`src/rtl/snd_pkg.sv`:
```
// ==========================================================
// Widths and types shared by the audio DAC path
// Input samples are 16-bit PCM levels in the clk_dac domain
// ==========================================================
package snd_pkg;

    // One PCM sample as the core delivers it
    localparam int PCM_W = 16;

    // Modulator word: zero guard bit, 16 sample bits, zero pad bits
    localparam int ACC_W = 20;

    // Low zero bits below the sample in the modulator word
    localparam int PAD_W = ACC_W - PCM_W - 1;

    // Feedback level for a one on the pin, 2^19
    localparam int FULL_SCALE = 1 << (ACC_W - 1);

    // First integrator swings about +-1.5 full scale
    localparam int INT1_W = ACC_W + 4;

    // Second integrator grows as 1/(1-x) near the rails,
    // peaks near 2^33 with the half-LSB input offset
    localparam int INT2_W = ACC_W + 18;

    // Supported clock-enable periods in clk_dac cycles
    localparam int DIV_MIN = 2;
    localparam int DIV_MAX = 16;

    typedef logic [PCM_W-1:0] pcm_t;

    typedef logic [ACC_W-1:0] acc_t;

    // Integrator states, two's complement
    typedef logic signed [INT1_W-1:0] int1_t;
    typedef logic signed [INT2_W-1:0] int2_t;

endpackage

```
`src/rtl/snd_cen_gen.sv`:
```
// ==========================================================
// DIV must be 2..16; first enable lands DIV cycles after reset
// ==========================================================
`timescale 1ns/1ps

module snd_cen_gen #(
    parameter int DIV = 4
) (
    input  logic clk_dac,
    input  logic rst,
    output logic cen_o
);

    // Single one rotating right, enable taken from bit 0
    logic [DIV-1:0] ring_q;

    if (DIV < snd_pkg::DIV_MIN || DIV > snd_pkg::DIV_MAX) begin : g_div_check
        $error("snd_cen_gen: DIV must lie between 2 and 16");
    end

    // Reset loads the top bit, so bit 0 is reached after DIV-1 shifts
    always_ff @(posedge clk_dac or posedge rst) begin
        if (rst) begin
            ring_q <= {1'b1, {(DIV - 1){1'b0}}};
        end else begin
            ring_q <= {ring_q[0], ring_q[DIV-1:1]};
        end
    end

    assign cen_o = ring_q[0];

    // A lost or doubled token would change the modulator rate
    a_ring_onehot: assert property (
        @(posedge clk_dac) disable iff (rst)
        $onehot(ring_q)
    ) else $error("snd_cen_gen: ring lost its one-hot state");

endmodule

```
`src/rtl/snd_pcm_cond.sv`:
```
// ==========================================================
// Sample is captured only on cen_i; one enable of latency
// SIGNED_SND=1 expects two's complement, 0 offset binary
// ==========================================================
`timescale 1ns/1ps

module snd_pcm_cond #(
    parameter bit SIGNED_SND = 1'b1
) (
    input  logic          clk_dac,
    input  logic          rst,
    input  logic          cen_i,
    input  snd_pkg::pcm_t pcm_i,
    output snd_pkg::acc_t acc_o
);

    // Flips the sign bit to reach offset binary
    localparam snd_pkg::pcm_t SIGN_MASK = {SIGNED_SND, {(snd_pkg::PCM_W - 1){1'b0}}};

    snd_pkg::pcm_t pcm_ob;
    snd_pkg::acc_t acc_q;

    // Offset-binary view of the incoming level
    assign pcm_ob = pcm_i ^ SIGN_MASK;

    // Guard bit on top keeps the word below the 2^19 feedback level,
    // pad bits below scale one sample LSB to eight modulator units
    always_ff @(posedge clk_dac or posedge rst) begin
        if (rst) begin
            acc_q <= '0;
        end else if (cen_i) begin
            acc_q <= {1'b0, pcm_ob, {snd_pkg::PAD_W{1'b0}}};
        end
    end

    assign acc_o = acc_q;

    // Guard bit clear, so the input stays below full scale
    a_guard_zero: assert property (
        @(posedge clk_dac) disable iff (rst)
        acc_o[snd_pkg::ACC_W-1] == 1'b0
    ) else $error("snd_pcm_cond: guard bit set in modulator word");

endmodule

```
`src/rtl/snd_sigma_delta.sv`:
```
// ==========================================================
// Pin density is (U+0.5)/65536 for offset-binary sample U
// Output bit is registered and changes only after cen_i
// ==========================================================
`timescale 1ns/1ps

module snd_sigma_delta (
    input  logic          clk_dac,
    input  logic          rst,
    input  logic          cen_i,
    input  snd_pkg::acc_t acc_i,
    output logic          pwm_o
);

    localparam int I1_W  = snd_pkg::INT1_W;
    localparam int I2_W  = snd_pkg::INT2_W;
    localparam int SUM_W = I2_W + 2;

    // Half a sample LSB; keeps the input off both feedback levels
    localparam int HALF_LSB = 1 << (snd_pkg::PAD_W - 1);

    typedef logic signed [SUM_W-1:0] sum_t;

    localparam sum_t FB_HI  = sum_t'(snd_pkg::FULL_SCALE);
    localparam sum_t I1_MAX = (sum_t'(1) <<< (I1_W - 1)) - sum_t'(1);
    localparam sum_t I1_MIN = -(sum_t'(1) <<< (I1_W - 1));
    localparam sum_t I2_MAX = (sum_t'(1) <<< (I2_W - 1)) - sum_t'(1);
    localparam sum_t I2_MIN = -(sum_t'(1) <<< (I2_W - 1));

    snd_pkg::int1_t i1_q;
    snd_pkg::int1_t i1_nxt;
    snd_pkg::int2_t i2_q;
    snd_pkg::int2_t i2_nxt;
    logic           pwm_q;

    sum_t x_w;
    sum_t fb_w;
    sum_t i1_sum;
    sum_t i1_sat;
    sum_t i2_sum;
    sum_t i2_sat;
    logic i1_clip;
    logic i2_clip;

    // Limit a wide sum to an integrator range
    function automatic sum_t clamp(input sum_t v, input sum_t lo, input sum_t hi);
        sum_t r;
        if (v > hi) begin
            r = hi;
        end else if (v < lo) begin
            r = lo;
        end else begin
            r = v;
        end
        return r;
    endfunction

    // Both integrators subtract the feedback chosen by the last bit,
    // the second one adds the freshly updated first integrator.
    // Gives NTF (1-z^-1)^2 with a one-sample signal delay
    always_comb begin
        x_w    = sum_t'(acc_i) + sum_t'(HALF_LSB);
        fb_w   = pwm_q ? FB_HI : '0;

        i1_sum = sum_t'(i1_q) + x_w - fb_w;
        i1_sat = clamp(i1_sum, I1_MIN, I1_MAX);
        i1_nxt = i1_sat[I1_W-1:0];

        i2_sum = sum_t'(i2_q) + sum_t'(i1_nxt) - fb_w;
        i2_sat = clamp(i2_sum, I2_MIN, I2_MAX);
        i2_nxt = i2_sat[I2_W-1:0];

        i1_clip = (i1_sat != i1_sum);
        i2_clip = (i2_sat != i2_sum);
    end

    always_ff @(posedge clk_dac or posedge rst) begin
        if (rst) begin
            i1_q  <= '0;
            i2_q  <= '0;
            pwm_q <= 1'b0;
        end else if (cen_i) begin
            i1_q  <= i1_nxt;
            i2_q  <= i2_nxt;
            // Non-negative second integrator gives a one
            pwm_q <= ~i2_nxt[I2_W-1];
        end
    end

    assign pwm_o = pwm_q;

    // Clamping only guards against overflow wrap; any input level,
    // including jumps between the rails, must stay inside the range
    a_no_clip: assert property (
        @(posedge clk_dac) disable iff (rst)
        cen_i |-> !(i1_clip || i2_clip)
    ) else $error("snd_sigma_delta: integrator reached its limit");

endmodule

```
`src/rtl/snd_dac_top.sv`:
```
// ==========================================================
// STEREO=0 ignores snd_right_i; right pin mirrors left pin
// Pins need an external RC low-pass filter
// ==========================================================
`timescale 1ns/1ps

module snd_dac_top #(
    parameter bit SIGNED_SND = 1'b1,
    parameter bit STEREO     = 1'b1,
    parameter int DIV        = 4
) (
    input  logic          clk_dac,
    input  logic          rst,
    input  snd_pkg::pcm_t snd_left_i,
    input  snd_pkg::pcm_t snd_right_i,
    output logic          snd_pwm_left_o,
    output logic          snd_pwm_right_o
);

    // Modulator rate strobe, shared by all stages
    logic          cen;
    snd_pkg::acc_t acc_left;

    snd_cen_gen #(
        .DIV        ( DIV        )
    ) u_cen (
        .clk_dac    ( clk_dac    ),
        .rst        ( rst        ),
        .cen_o      ( cen        )
    );

    // Left channel
    snd_pcm_cond #(
        .SIGNED_SND ( SIGNED_SND )
    ) u_cond_left (
        .clk_dac    ( clk_dac    ),
        .rst        ( rst        ),
        .cen_i      ( cen        ),
        .pcm_i      ( snd_left_i ),
        .acc_o      ( acc_left   )
    );

    snd_sigma_delta u_dac_left (
        .clk_dac    ( clk_dac        ),
        .rst        ( rst            ),
        .cen_i      ( cen            ),
        .acc_i      ( acc_left       ),
        .pwm_o      ( snd_pwm_left_o )
    );

    // Right channel only for stereo builds
    if (STEREO) begin : g_stereo
        snd_pkg::acc_t acc_right;

        snd_pcm_cond #(
            .SIGNED_SND ( SIGNED_SND  )
        ) u_cond_right (
            .clk_dac    ( clk_dac     ),
            .rst        ( rst         ),
            .cen_i      ( cen         ),
            .pcm_i      ( snd_right_i ),
            .acc_o      ( acc_right   )
        );

        snd_sigma_delta u_dac_right (
            .clk_dac    ( clk_dac         ),
            .rst        ( rst             ),
            .cen_i      ( cen             ),
            .acc_i      ( acc_right       ),
            .pwm_o      ( snd_pwm_right_o )
        );
    end else begin : g_mono
        assign snd_pwm_right_o = snd_pwm_left_o;
    end

endmodule

```
`config.mk`:
```
export PLATFORM = sky130hd
export DESIGN_NAME = snd_dac_top
export DESIGN_NICKNAME = d
export VERILOG_FILES = /design/src/rtl/snd_pkg.sv /design/src/rtl/snd_cen_gen.sv /design/src/rtl/snd_pcm_cond.sv /design/src/rtl/snd_sigma_delta.sv /design/src/rtl/snd_dac_top.sv
export SDC_FILE = /design/constraint.sdc
export NUM_CORES = 1
export LEC_CHECK = 0
export BUFFER_PORTS_ARGS = -buffer_cell sky130_fd_sc_hd__buf_2
export CAP_MARGIN = 0
export CELL_PAD_IN_SITES_DETAIL_PLACEMENT = 1
export CELL_PAD_IN_SITES_GLOBAL_PLACEMENT = 1
export CORE_MARGIN = 1
export CORE_UTILIZATION = 50
export CTS_CLUSTER_DIAMETER = 30
export CTS_CLUSTER_SIZE = 20
export DETAILED_ROUTE_END_ITERATION = 10
export MAX_ROUTING_LAYER = met4
export PLACE_DENSITY_LB_ADDON = 0.1
export SYNTH_ARGS = -nofsm -noshare
export SYNTH_HDL_FRONTEND = slang
export SYNTH_HIERARCHICAL = 1
export SYNTH_SLANG_ARGS = --single-unit
```
`constraint.sdc`:
```
create_clock -name clk_dac -period 9.1 [get_ports clk_dac]
set_clock_uncertainty 0.15 [all_clocks]
set_input_delay 1.82 -clock clk_dac [delete_from_list [all_inputs] [get_ports clk_dac]]
set_output_delay 1.82 -clock clk_dac [all_outputs]
set_load 0.005 [all_outputs]
```
==> results of run 1 <==
==> worst max-delay path: cells and delay by family, from the launching register on <==
kind                       cells  cell delay (ns)
and+or+nand+nor                9             2.24
buffers and inverters          7             1.32
xor gates and xnor gates       1             0.46
DFF                            1             0.45
adders and majority gates      4             1.81
AOI/OAI and AO/OA              8             1.87
==> layout make-up <==
class,instances,area [µm²],area share
Tap cell,442,553,0.0311
Inverter,384,1440,0.0812
Sequential cell,162,4060,0.229
Timing Repair Buffer,51,295,0.0166
Clock buffer,23,488,0.0275
Clock inverter,9,151,0.00852
Multi-Input combinational cell,1439,10800,0.607
==> registers in the layout, indices dropped and copies added, names as in the netlist <==
| name | cells |
|---|---|
| u_dac_left/i2_q | 38 |
| g_stereo.u_dac_right/i2_q | 38 |
| g_stereo.u_cond_right/acc_o | 16 |
| u_dac_left/pwm_o | 1 |
| u_dac_left/i1_q | 24 |
| u_cond_left/acc_o | 16 |
| g_stereo.u_dac_right/pwm_o | 1 |
| u_cen/ring_q | 4 |
| g_stereo.u_dac_right/i1_q | 24 |
==> cells in the final DEF (no fill, tap or decap), types with 10 or more instances in the layout <==
cell type,count
a211oi_1,14
a21o_1,70
a21oi_1,243
a221o_1,41
a31oi_1,10
and2_1,15
and3_1,26
buf_2,35
buf_4,16
clkbuf_16,17
dfrtp_1,160
ha_1,234
inv_1,381
mux2_2,14
mux2_4,18
nand2_1,106
nand2b_1,18
nand3_1,44
nand4_1,29
nor2_1,110
nor2b_1,16
nor3_1,15
o211ai_1,12
o21a_1,21
o21ai_0,83
o21bai_1,22
o221ai_1,36
xnor2_1,74
xor2_1,64
==> power breakdown <==
part	switching [mW]	total (mW)	leakage [nW]	internal, mW
Combinational	0.466	0.751	7.00	0.285
Clock	0.324	0.812	0.313	0.488
Sequential	0	0.720	1.81	0.720
==> cells by family after synthesis <==
logic type	Yosys count	share of synthesized area
buf+inv	469	0.114
simple gates	409	0.118
mux	36	0.0280
fa+ha+maj	238	0.180
compound gates	610	0.244
flops	162	0.243
xor+xnor	138	0.0724
other cells	2	0.000450
==> through the flow <==
| step | setup slack, ns | instances | power, mW | area [µm²] |
|---|---|---|---|---|
| floorplan | 2.21 | 2070 | 1.29 | 16700 |
| global placement | 0.894 | 2478 | 1.45 | 17100 |
| detailed placement | 0.699 | 2478 | 1.47 | 17100 |
| CTS | 0.668 | 2510 | 2.30 | 17800 |
| global route | 0.0831 | 2510 | 2.41 | 17800 |
| finish | 0.670 | 2510 | 2.28 | 17800 |
==> cells in the mapped netlist, types with 4 or more instances <==
library cell	number
a211o_1	4
a211oi_1	14
a21boi_0	4
a21o_1	70
a21oi_1	243
a221o_1	41
a31oi_1	10
and2_1	15
and3_1	26
and4_1	4
buf_2	9
buf_4	13
buf_6	6
clkbuf_1	55
dfrtp_1	161
fa_1	4
ha_1	234
inv_1	383
mux2_2	14
mux2_4	18
mux2i_1	4
nand2_1	106
nand2b_1	18
nand3_1	44
nand4_1	29
nor2_1	110
nor2b_1	16
nor3_1	15
nor4_1	5
o211ai_1	12
o21a_1	21
o21ai_0	83
o21bai_1	22
o221ai_1	36
o31a_1	4
o31ai_1	8
or3_1	7
xnor2_1	74
xor2_1	64
==> per-layer routing <==
layer	vias to the layer above	share of wire	global-route usage
met5	-	0	-
met4	0	0.029	0.100
met3	70	0.021	0.0381
met2	159	0.50	0.500
met1	7062	0.45	0.338
li1	7093	-	-
==> how the worst min path moves through the flow <==
stage                     slack (ns)                         to
after floorplan                 0.18  u_cen/ring_q[0]$_DFF_PP0_
after global placement          0.19  u_cen/ring_q[1]$_DFF_PP0_
after detailed placement        0.19  u_cen/ring_q[0]$_DFF_PP0_
after CTS                       0.21  u_cen/ring_q[0]$_DFF_PP0_
after global routing            0.22  u_cen/ring_q[0]$_DFF_PP0_
final                           0.21  u_cen/ring_q[1]$_DFF_PP0_
==> impl_metrics.yaml, run 1 <==
worst_setup_path:
  rr_worst_depth: 29
  path_max_fanout: 18
  cp.required_ns: 9.29
  crit_type: "register to register"
  rr_endpoint: "g_stereo.u_dac_right/i2_q[13]$_DFFE_PP0P_"
  arrival_ns: 8.62
  start_kind: "register"
  cp-endpoint: "g_stereo.u_dac_right/i2_q[13]$_DFFE_PP0P_"
  worstSetupStartpoint: "g_stereo.u_dac_right/pwm_o$_DFFE_PP0P_"
  regToRegSetupSlack_ns: 0.67
  critPathCaptureType: "register"
  critPathMaxStageDelay_ns: 0.55
  crit_slowest_cell: "fa_1"
  r2r_start: "g_stereo.u_dac_right/pwm_o$_DFFE_PP0P_"
synthesis:
  synth_warnings: 6
  yosysTopAreaCell: "dfrtp_1"
  synth_area_leaders: "dfrtp_1 24%, ha_1 18%, inv_1 8.6%"
  ys.flop_type: "dfrtp_1"
  synth_area_per_cell_um2: 8.09
  ys_types: 78
  synth-edff-count: 0
  ys_async_sr_fraction: 1.00
  synth-seq-area-share: 0.243
  synth_top_area_frac: 0.241
  netlist_instances: 2064
  synth_seq_cells: 162
  synth_area_mm2: 0.0167
power:
  ir_drop_mv: 0.155
  power_density_mw_per_mm2: 129
  cellLeakagePower_nw: 9.12
route:
  first_pass_iters: 5
  vias_per_cell: 5.73
  drt-total-wl_um: 45900
  drc: 0
  drt_iter0_drc: 714
  detail-route-antenna-nets: 0
  vias: 14400
  wl_per_cell_um: 18.3
grt:
  grt_pass1_wl_um: 75800
  grt_pass1_vias: 14900
  grt_use_total: 0.287
  overflow: 0
  antenna_found_initial: 0
  grt_max_degree: 65
finish:
  drive_above_1_share: 0.0677
  nets: 2327
  diodes: 0
  area_delta_synth_final_pct: 6.33
  finalCoreUtilization: 0.543
  nFillCells: 4067
clock_network:
  numCtsBuffers: 17
  clk_pin_slew_ns: 0.07
  postCtsSetupRepairBufs: 0
  htreeDepth: 4
  cts_tree: "built"
  clockBufferDepth: 2
  clock-root-buffer: "clkbuf_16"
  holdBufCountCts: 0
  numClockSinks: 162
  clock_latency_ns: 0.46
  ctsResizeCount: 0
status:
  outcome: "finished, final reports clean"
min_path:
  hp-start: "u_cen/ring_q[2]$_DFF_PP0_"
  min_path_cells: 0
  hp-class: "register to register"
flow_run:
  cap_violations: 0
sta:
  tns_ns: 0
  finalCriticalPeriod_ns: 8.43
  holdWs_ns: 0.208
  period_share: 0.926
  rsz0062_at_grt: "no"
  slew_headroom: 0.373
  setup_viol: 0
  hold_viol: 0
  fmax_mhz: 119
  tightest_slew_ns: 0.941
  final-max-slew-violation-count: 0
placed_design:
  routabilityCongestion: 0.900
  dp_hpwl_um: 34700
  port_buffers: 35
die:
  die_h_um: 185
  row_count: 66
  start_util: 0.511
  coreArea_mm2: 0.0327
  ioPinCount: 36
  dieWidth_um: 185
  fp.dieArea_mm2: 0.0341
No activity file was read; power rests on OpenSTA's default activity.
==> run 2, diff against run 1 <==
--- a/config.mk
+++ b/config.mk
@@ -5,12 +5,13 @@
 export SDC_FILE = /design/constraint.sdc
 export NUM_CORES = 1
 export LEC_CHECK = 0
+export ABC_AREA = 1
 export BUFFER_PORTS_ARGS = -buffer_cell sky130_fd_sc_hd__buf_2
 export CAP_MARGIN = 0
 export CELL_PAD_IN_SITES_DETAIL_PLACEMENT = 1
 export CELL_PAD_IN_SITES_GLOBAL_PLACEMENT = 1
 export CORE_MARGIN = 1
-export CORE_UTILIZATION = 50
+export CORE_UTILIZATION = 48
 export CTS_CLUSTER_DIAMETER = 30
 export CTS_CLUSTER_SIZE = 20
 export DETAILED_ROUTE_END_ITERATION = 10
==> run 2 against run 1 <==
The run now ends with DRC left. Wire length increased by 3.1%. Core utilization fell by 2.6 points. Cell area rose by 3.9%. Global-route usage shrank 1.1 points. Via count rose by 8.6%. Clock-buffer cell count decreased by 5. Worst hold slack gained 0.0048 ns. Critical endpoint is now u_dac_left/i2_q[15]$_DFFE_PP0P_. Die area grew 8.7%. Critical path type unchanged.
==> impl_metrics.yaml, run 2 <==
status:
  outcome: "finished, violations left"
  violations: "DRC"
clock_network:
  ctsResizeCount: 0
  numClockSinks: 162
  htreeDepth: 4
  clock-root-buffer: "clkbuf_16"
  postCtsSetupRepairBufs: 0
  numCtsBuffers: 17
  cts_tree: "built"
  holdBufCountCts: 0
  clockBufferDepth: 2
  clk_pin_slew_ns: 0.07
  clock_latency_ns: 0.46
finish:
  nFillCells: 4784
  area_delta_synth_final_pct: 5.79
  reg_top3: "g_stereo.u_dac_right/i2_q: 38 flops, u_dac_left/i2_q: 38 flops"
  mostFrequentLayoutCell: "nand2_1"
  final_area_mm2: 0.0185
  seqCellArea_mm2: 0.00406
  stdcell_count: 3042
  diodes: 0
  drive_above_1_share: 0.0810
  multi_input_area_mm2: 0.0108
  nets: 2840
  mostFrequentLayoutCells: "642 x nand2_1, 579 x inv_1, 234 x ha_1"
placed_design:
  placed_area_mm2: 0.0179
  dp_hpwl_um: 37100
  placedCellCount: 3010
  routabilityCongestion: 0.885
  port_buffers: 35
grt:
  overflow: 0
  antenna_found_initial: 0
  grt_max_degree: 64
  grt_use_total: 0.276
  grt_pass1_wl_um: 80300
  grt_pass1_vias: 16600
synthesis:
  synth_area_mm2: 0.0174
  synth-edff-count: 0
  yosys.area_share.simple: 0.228
  synth_top_family_by_area: "simple AND/OR/NAND/NOR gates"
  synthAdderAreaFrac: 0.172
  synthMuxAreaShare: 0
  synth_compound_area_frac: 0.156
  ys_types: 46
  ys_async_sr_fraction: 1.00
  synth_area_per_cell_um2: 6.83
  yosysTopAreaCell: "dfrtp_1"
  synth.most_common_cell: "nand2_1"
  synth_area_leaders: "dfrtp_1 23%, ha_1 17%, nand2_1 14%"
  synth_top_area_frac: 0.231
  netlist_instances: 2553
  synth_common_cells: "642 x nand2_1, 581 x inv_1, 234 x ha_1, 168 x a21oi_1, 161 x dfrtp_1"
  ys.flop_type: "dfrtp_1"
  synth_warnings: 6
  synth-seq-area-share: 0.232
  synth_seq_cells: 162
  synth_xor_area_frac: 0.0602
die:
  dieWidth_um: 193
  fp.dieArea_mm2: 0.0371
  start_util: 0.489
  row_count: 69
  die_h_um: 193
  ioPinCount: 36
  coreArea_mm2: 0.0357
worst_setup_path:
  rr_worst_depth: 31
  start_kind: "register"
  arrival_ns: 8.06
  cp.required_ns: 9.28
  path_max_fanout: 25
  crit_slowest_cell: "a21oi_4"
  crit_type: "register to register"
  critPathMaxStageDelay_ns: 0.65
  critPathCaptureType: "register"
sta:
  setup_viol: 0
  slew_headroom: 0.379
  tns_ns: 0
  holdWs_ns: 0.212
  period_share: 0.866
  tightest_slew_ns: 0.929
  final-max-slew-violation-count: 0
  fmax_mhz: 127
  finalCriticalPeriod_ns: 7.88
  rsz0062_at_grt: "no"
  hold_viol: 0
power:
  p_switching_mw: 1.19
  p_comb_frac: 0.465
  swShare: 0.444
  ir_drop_mv: 0.120
  clkPwrFrac: 0.266
  power_density_mw_per_mm2: 145
  power_mw: 2.67
  internal_power_mw: 1.48
  seq_power_share: 0.269
  cellLeakagePower_nw: 10.2
min_path:
  min_path_cells: 0
  hp-class: "register to register"
flow_run:
  cap_violations: 0
route:
  detail-route-antenna-nets: 0
  wl_per_cell_um: 15.5
  vias: 15600
  vias_per_cell: 5.14
  drt-total-wl_um: 47300
  drc: 10
  drt_iter0_drc: 560
  first_pass_iters: 8
[run 2: changes by cell type in the layout (fill, tap and decap cells not counted), moves of 22 or more]
cell      delta
nand2_1    +536
inv_1      +198
a21oi_1     -75
a21o_1      -58
nor2_1      +50
a22oi_2     +44
a221o_1     -41
o221ai_1    -36
nand2_2     +34
xnor2_1     -28
o21ai_0     +27
a31oi_1     +24
and3_1      -22
[run 2: power by group through the flow]
stage | clock [mW] | combinational [mW] | sequential (mW)
global route | 0.760 | 1.41 | 0.719
floorplan | 0 | 0.936 | 0.734
finish | 0.710 | 1.24 | 0.719
CTS | 0.736 | 1.24 | 0.719
global placement | 0 | 1.18 | 0.734
detailed placement | 0 | 1.22 | 0.734
[run 2: area by class of cell]
cell class,count,share of cell area
clock inverters,14,0.00637
inverters,593,0.121
repair buffers,42,0.0130
clock buffers,18,0.0233
well taps,461,0.0313
multi-input cells,1752,0.585
flip-flops and latches,162,0.220
[run 2: worst max-delay path, delay by kind of cell (launching register included)]
| kind | cells | cell delay (ns) |
|---|---|---|
| adders and majority gates | 4 | 1.77 |
| and+or+nand+nor | 14 | 2.78 |
| DFF | 1 | 0.46 |
| xor gates and xnor gates | 1 | 0.12 |
| buffers and inverters | 7 | 0.83 |
| AOI/OAI and AO/OA | 5 | 1.60 |
[run 2: per-stage QoR]
stage                util  worst slack, ns
floorplan               -             3.24
global placement    0.502             1.35
detailed placement  0.502             1.19
CTS                 0.518             1.15
global route        0.518            0.417
finish              0.518             1.22
[run 2: path summary, 6_finish.rpt]
check,startpoint,end,slack [ns]
worst min-delay path,u_cen/ring_q[1]$_DFF_PP0_,u_cen/ring_q[0]$_DFF_PP0_,0.21
worst max register to register,u_dac_left/pwm_o$_DFFE_PP0P_,u_dac_left/i2_q[15]$_DFFE_PP0P_,1.22
worst min register to register,u_cen/ring_q[1]$_DFF_PP0_,u_cen/ring_q[0]$_DFF_PP0_,0.21
worst max-delay path,u_dac_left/pwm_o$_DFFE_PP0P_,u_dac_left/i2_q[15]$_DFFE_PP0P_,1.22
max in group asynchronous,rst,u_dac_left/i2_q[33]$_DFFE_PP0P_,6.69
min in group asynchronous,rst,u_cen/ring_q[2]$_DFF_PP0_,1.13
[run 2: layer usage]
| metal | vias up | global-route usage | part of all wire |
|---|---|---|---|
| li1 | 7985 | - | - |
| met5 | - | - | 0 |
| met4 | 0 | 0.0600 | 0.013 |
| met3 | 34 | 0.0420 | 0.030 |
| met2 | 153 | 0.447 | 0.46 |
| met1 | 7449 | 0.362 | 0.50 |
[run 2: cells by family after synthesis]
family	count (synthesis)
buffers and inverters	645
AOI/OAI and AO/OA	426
and+or+nand+nor	960
DFF	162
xor gates and xnor gates	120
other	2
adders and majority gates	238
==> run 3, diff against run 2 <==
--- a/config.mk
+++ b/config.mk
@@ -15,7 +15,6 @@
 export CTS_CLUSTER_DIAMETER = 30
 export CTS_CLUSTER_SIZE = 20
 export DETAILED_ROUTE_END_ITERATION = 10
-export MAX_ROUTING_LAYER = met4
 export PLACE_DENSITY_LB_ADDON = 0.1
 export SYNTH_ARGS = -nofsm -noshare
 export SYNTH_HDL_FRONTEND = slang
==> run 3 against run 2 <==
The flow still finishes with violations (DRC). Combinational power hardly changed. Clock-buffer cell count is 1 lower. Via count is 0.15% lower. Non-clock buffer count stayed put. Sequential power hardly changed.
==> impl_metrics.yaml, run 3 (same netlist as run 2, synthesis figures left out) <==
sta:
  fin_ws_ns: 1.22
  rsz0062_at_grt: "no"
  hold_viol: 0
  final-max-slew-violation-count: 0
  finalCriticalPeriod_ns: 7.88
  slew_headroom: 0.377
  setup_viol: 0
  fmax_mhz: 127
  tightest_slew_ns: 0.932
  holdWs_ns: 0.209
  period_share: 0.866
  tns_ns: 0
die:
  coreArea_mm2: 0.0357
  ioPinCount: 36
  die_h_um: 193
  fp.dieArea_mm2: 0.0371
  row_count: 69
  start_util: 0.489
  dieWidth_um: 193
grt:
  grt_pass1_vias: 16300
  grt_pass1_wl_um: 78900
  grt_use_total: 0.264
  overflow: 0
  grt_max_degree: 64
  antenna_found_initial: 0
worst_setup_path:
  cp.required_ns: 9.28
  start_kind: "register"
  arrival_ns: 8.07
  crit_type: "register to register"
  crit_slowest_cell: "nand2_1"
  path_max_fanout: 25
  critPathCaptureType: "register"
  critPathMaxStageDelay_ns: 0.66
  worstSetupStartpoint: "u_dac_left/pwm_o$_DFFE_PP0P_"
  r2r_start: "u_dac_left/pwm_o$_DFFE_PP0P_"
  crit_top_cell: "inv_1"
route:
  vias: 15600
  drt-total-wl_um: 47000
  wl_per_cell_um: 15.4
  drt_iter0_drc: 544
  drc: 10
  first_pass_iters: 7
  detail-route-antenna-nets: 0
  vias_per_cell: 5.13
clock_network:
  numCtsBuffers: 17
  numClockSinks: 162
  clockBufferDepth: 2
  ctsResizeCount: 0
  clk_pin_slew_ns: 0.08
  cts_tree: "built"
  htreeDepth: 4
  clock_latency_ns: 0.46
  holdBufCountCts: 0
  postCtsSetupRepairBufs: 0
  clock-root-buffer: "clkbuf_16"
placed_design:
  dp_slack_ns: 1.19
  routabilityCongestion: 0.862
  dp_hpwl_um: 36600
  placed_area_mm2: 0.0179
  port_buffers: 35
  placedCellCount: 3010
power:
  power_density_mw_per_mm2: 147
  ir_drop_mv: 0.145
  power_mw: 2.73
  cellLeakagePower_nw: 10.2
flow_run:
  cap_violations: 0
finish:
  mostFrequentLayoutCells: "642 x nand2_1, 579 x inv_1, 234 x ha_1"
  finalCoreUtilization: 0.519
  diodes: 0
  reg_top3: "g_stereo.u_dac_right/i2_q: 38 flops, u_dac_left/i2_q: 38 flops"
  area_delta_synth_final_pct: 6.07
  drive_above_1_share: 0.0814
  stdcell_count: 3042
  mostFrequentLayoutCell: "nand2_1"
  final_area_mm2: 0.0185
  nFillCells: 4783
  nets: 2840
status:
  outcome: "finished, violations left"
  violations: "DRC"
min_path:
  hp-start: "u_cen/ring_q[2]$_DFF_PP0_"
  hp-class: "register to register"
-- run 3: cell types whose count changed in the layout (fill, tap and decap cells not counted) --
cell	delta
inv_6	-2
bufinv_16	+2
clkinvlp_4	+1
clkbuf_1	-1
clkinv_4	-1
inv_8	+1
-- run 3: worst paths after layout --
check | to | cells after the start | slack, ns
max | u_dac_left/i2_q[26]$_DFFE_PP0P_ | 31 | 1.22
min | u_cen/ring_q[1]$_DFF_PP0_ | 0 | 0.21
max reg2reg | u_dac_left/i2_q[26]$_DFFE_PP0P_ | 31 | 1.22
min reg2reg | u_cen/ring_q[1]$_DFF_PP0_ | 0 | 0.21
max in group asynchronous | u_dac_left/i2_q[0]$_DFFE_PP0P_ | 3 | 6.70
min in group asynchronous | u_cen/ring_q[1]$_DFF_PP0_ | 2 | 1.13
-- run 3: layout make-up --
cell class / instances / area [µm²] / area share
Multi-Input combinational cell: 1752 / 10800 / 0.583
Sequential cell: 162 / 4060 / 0.219
Inverter: 593 / 2240 / 0.121
Tap cell: 461 / 577 / 0.0312
Clock buffer: 17 / 425 / 0.0230
Timing Repair Buffer: 42 / 240 / 0.0130
Clock inverter: 15 / 170 / 0.00920
-- run 3: worst max-delay path: cells and delay by family, from the launching register on --
family | cells | cell delay (ns)
and+or+nand+nor | 13 | 2.71
DFF | 1 | 0.45
xor gates and xnor gates | 1 | 0.11
AOI/OAI and AO/OA | 6 | 1.70
adders and majority gates | 4 | 1.77
buffers and inverters | 7 | 0.83
-- run 3: power breakdown --
group,internal [mW],switching (mW),leakage (nW)
clock network,0.413,0.358,0.293
logic,0.408,0.830,8.43
registers,0.719,0,1.45
-- run 3: layer usage --
layer / up-vias / track usage / routed length (µm)
li1: 8000 / - / -
met1: 7437 / 0.359 / 24000
met2: 121 / 0.442 / 21300
met3: 39 / 0.0349 / 1120
met4: 0 / 0.0560 / 555
met5: - / 0 / 0
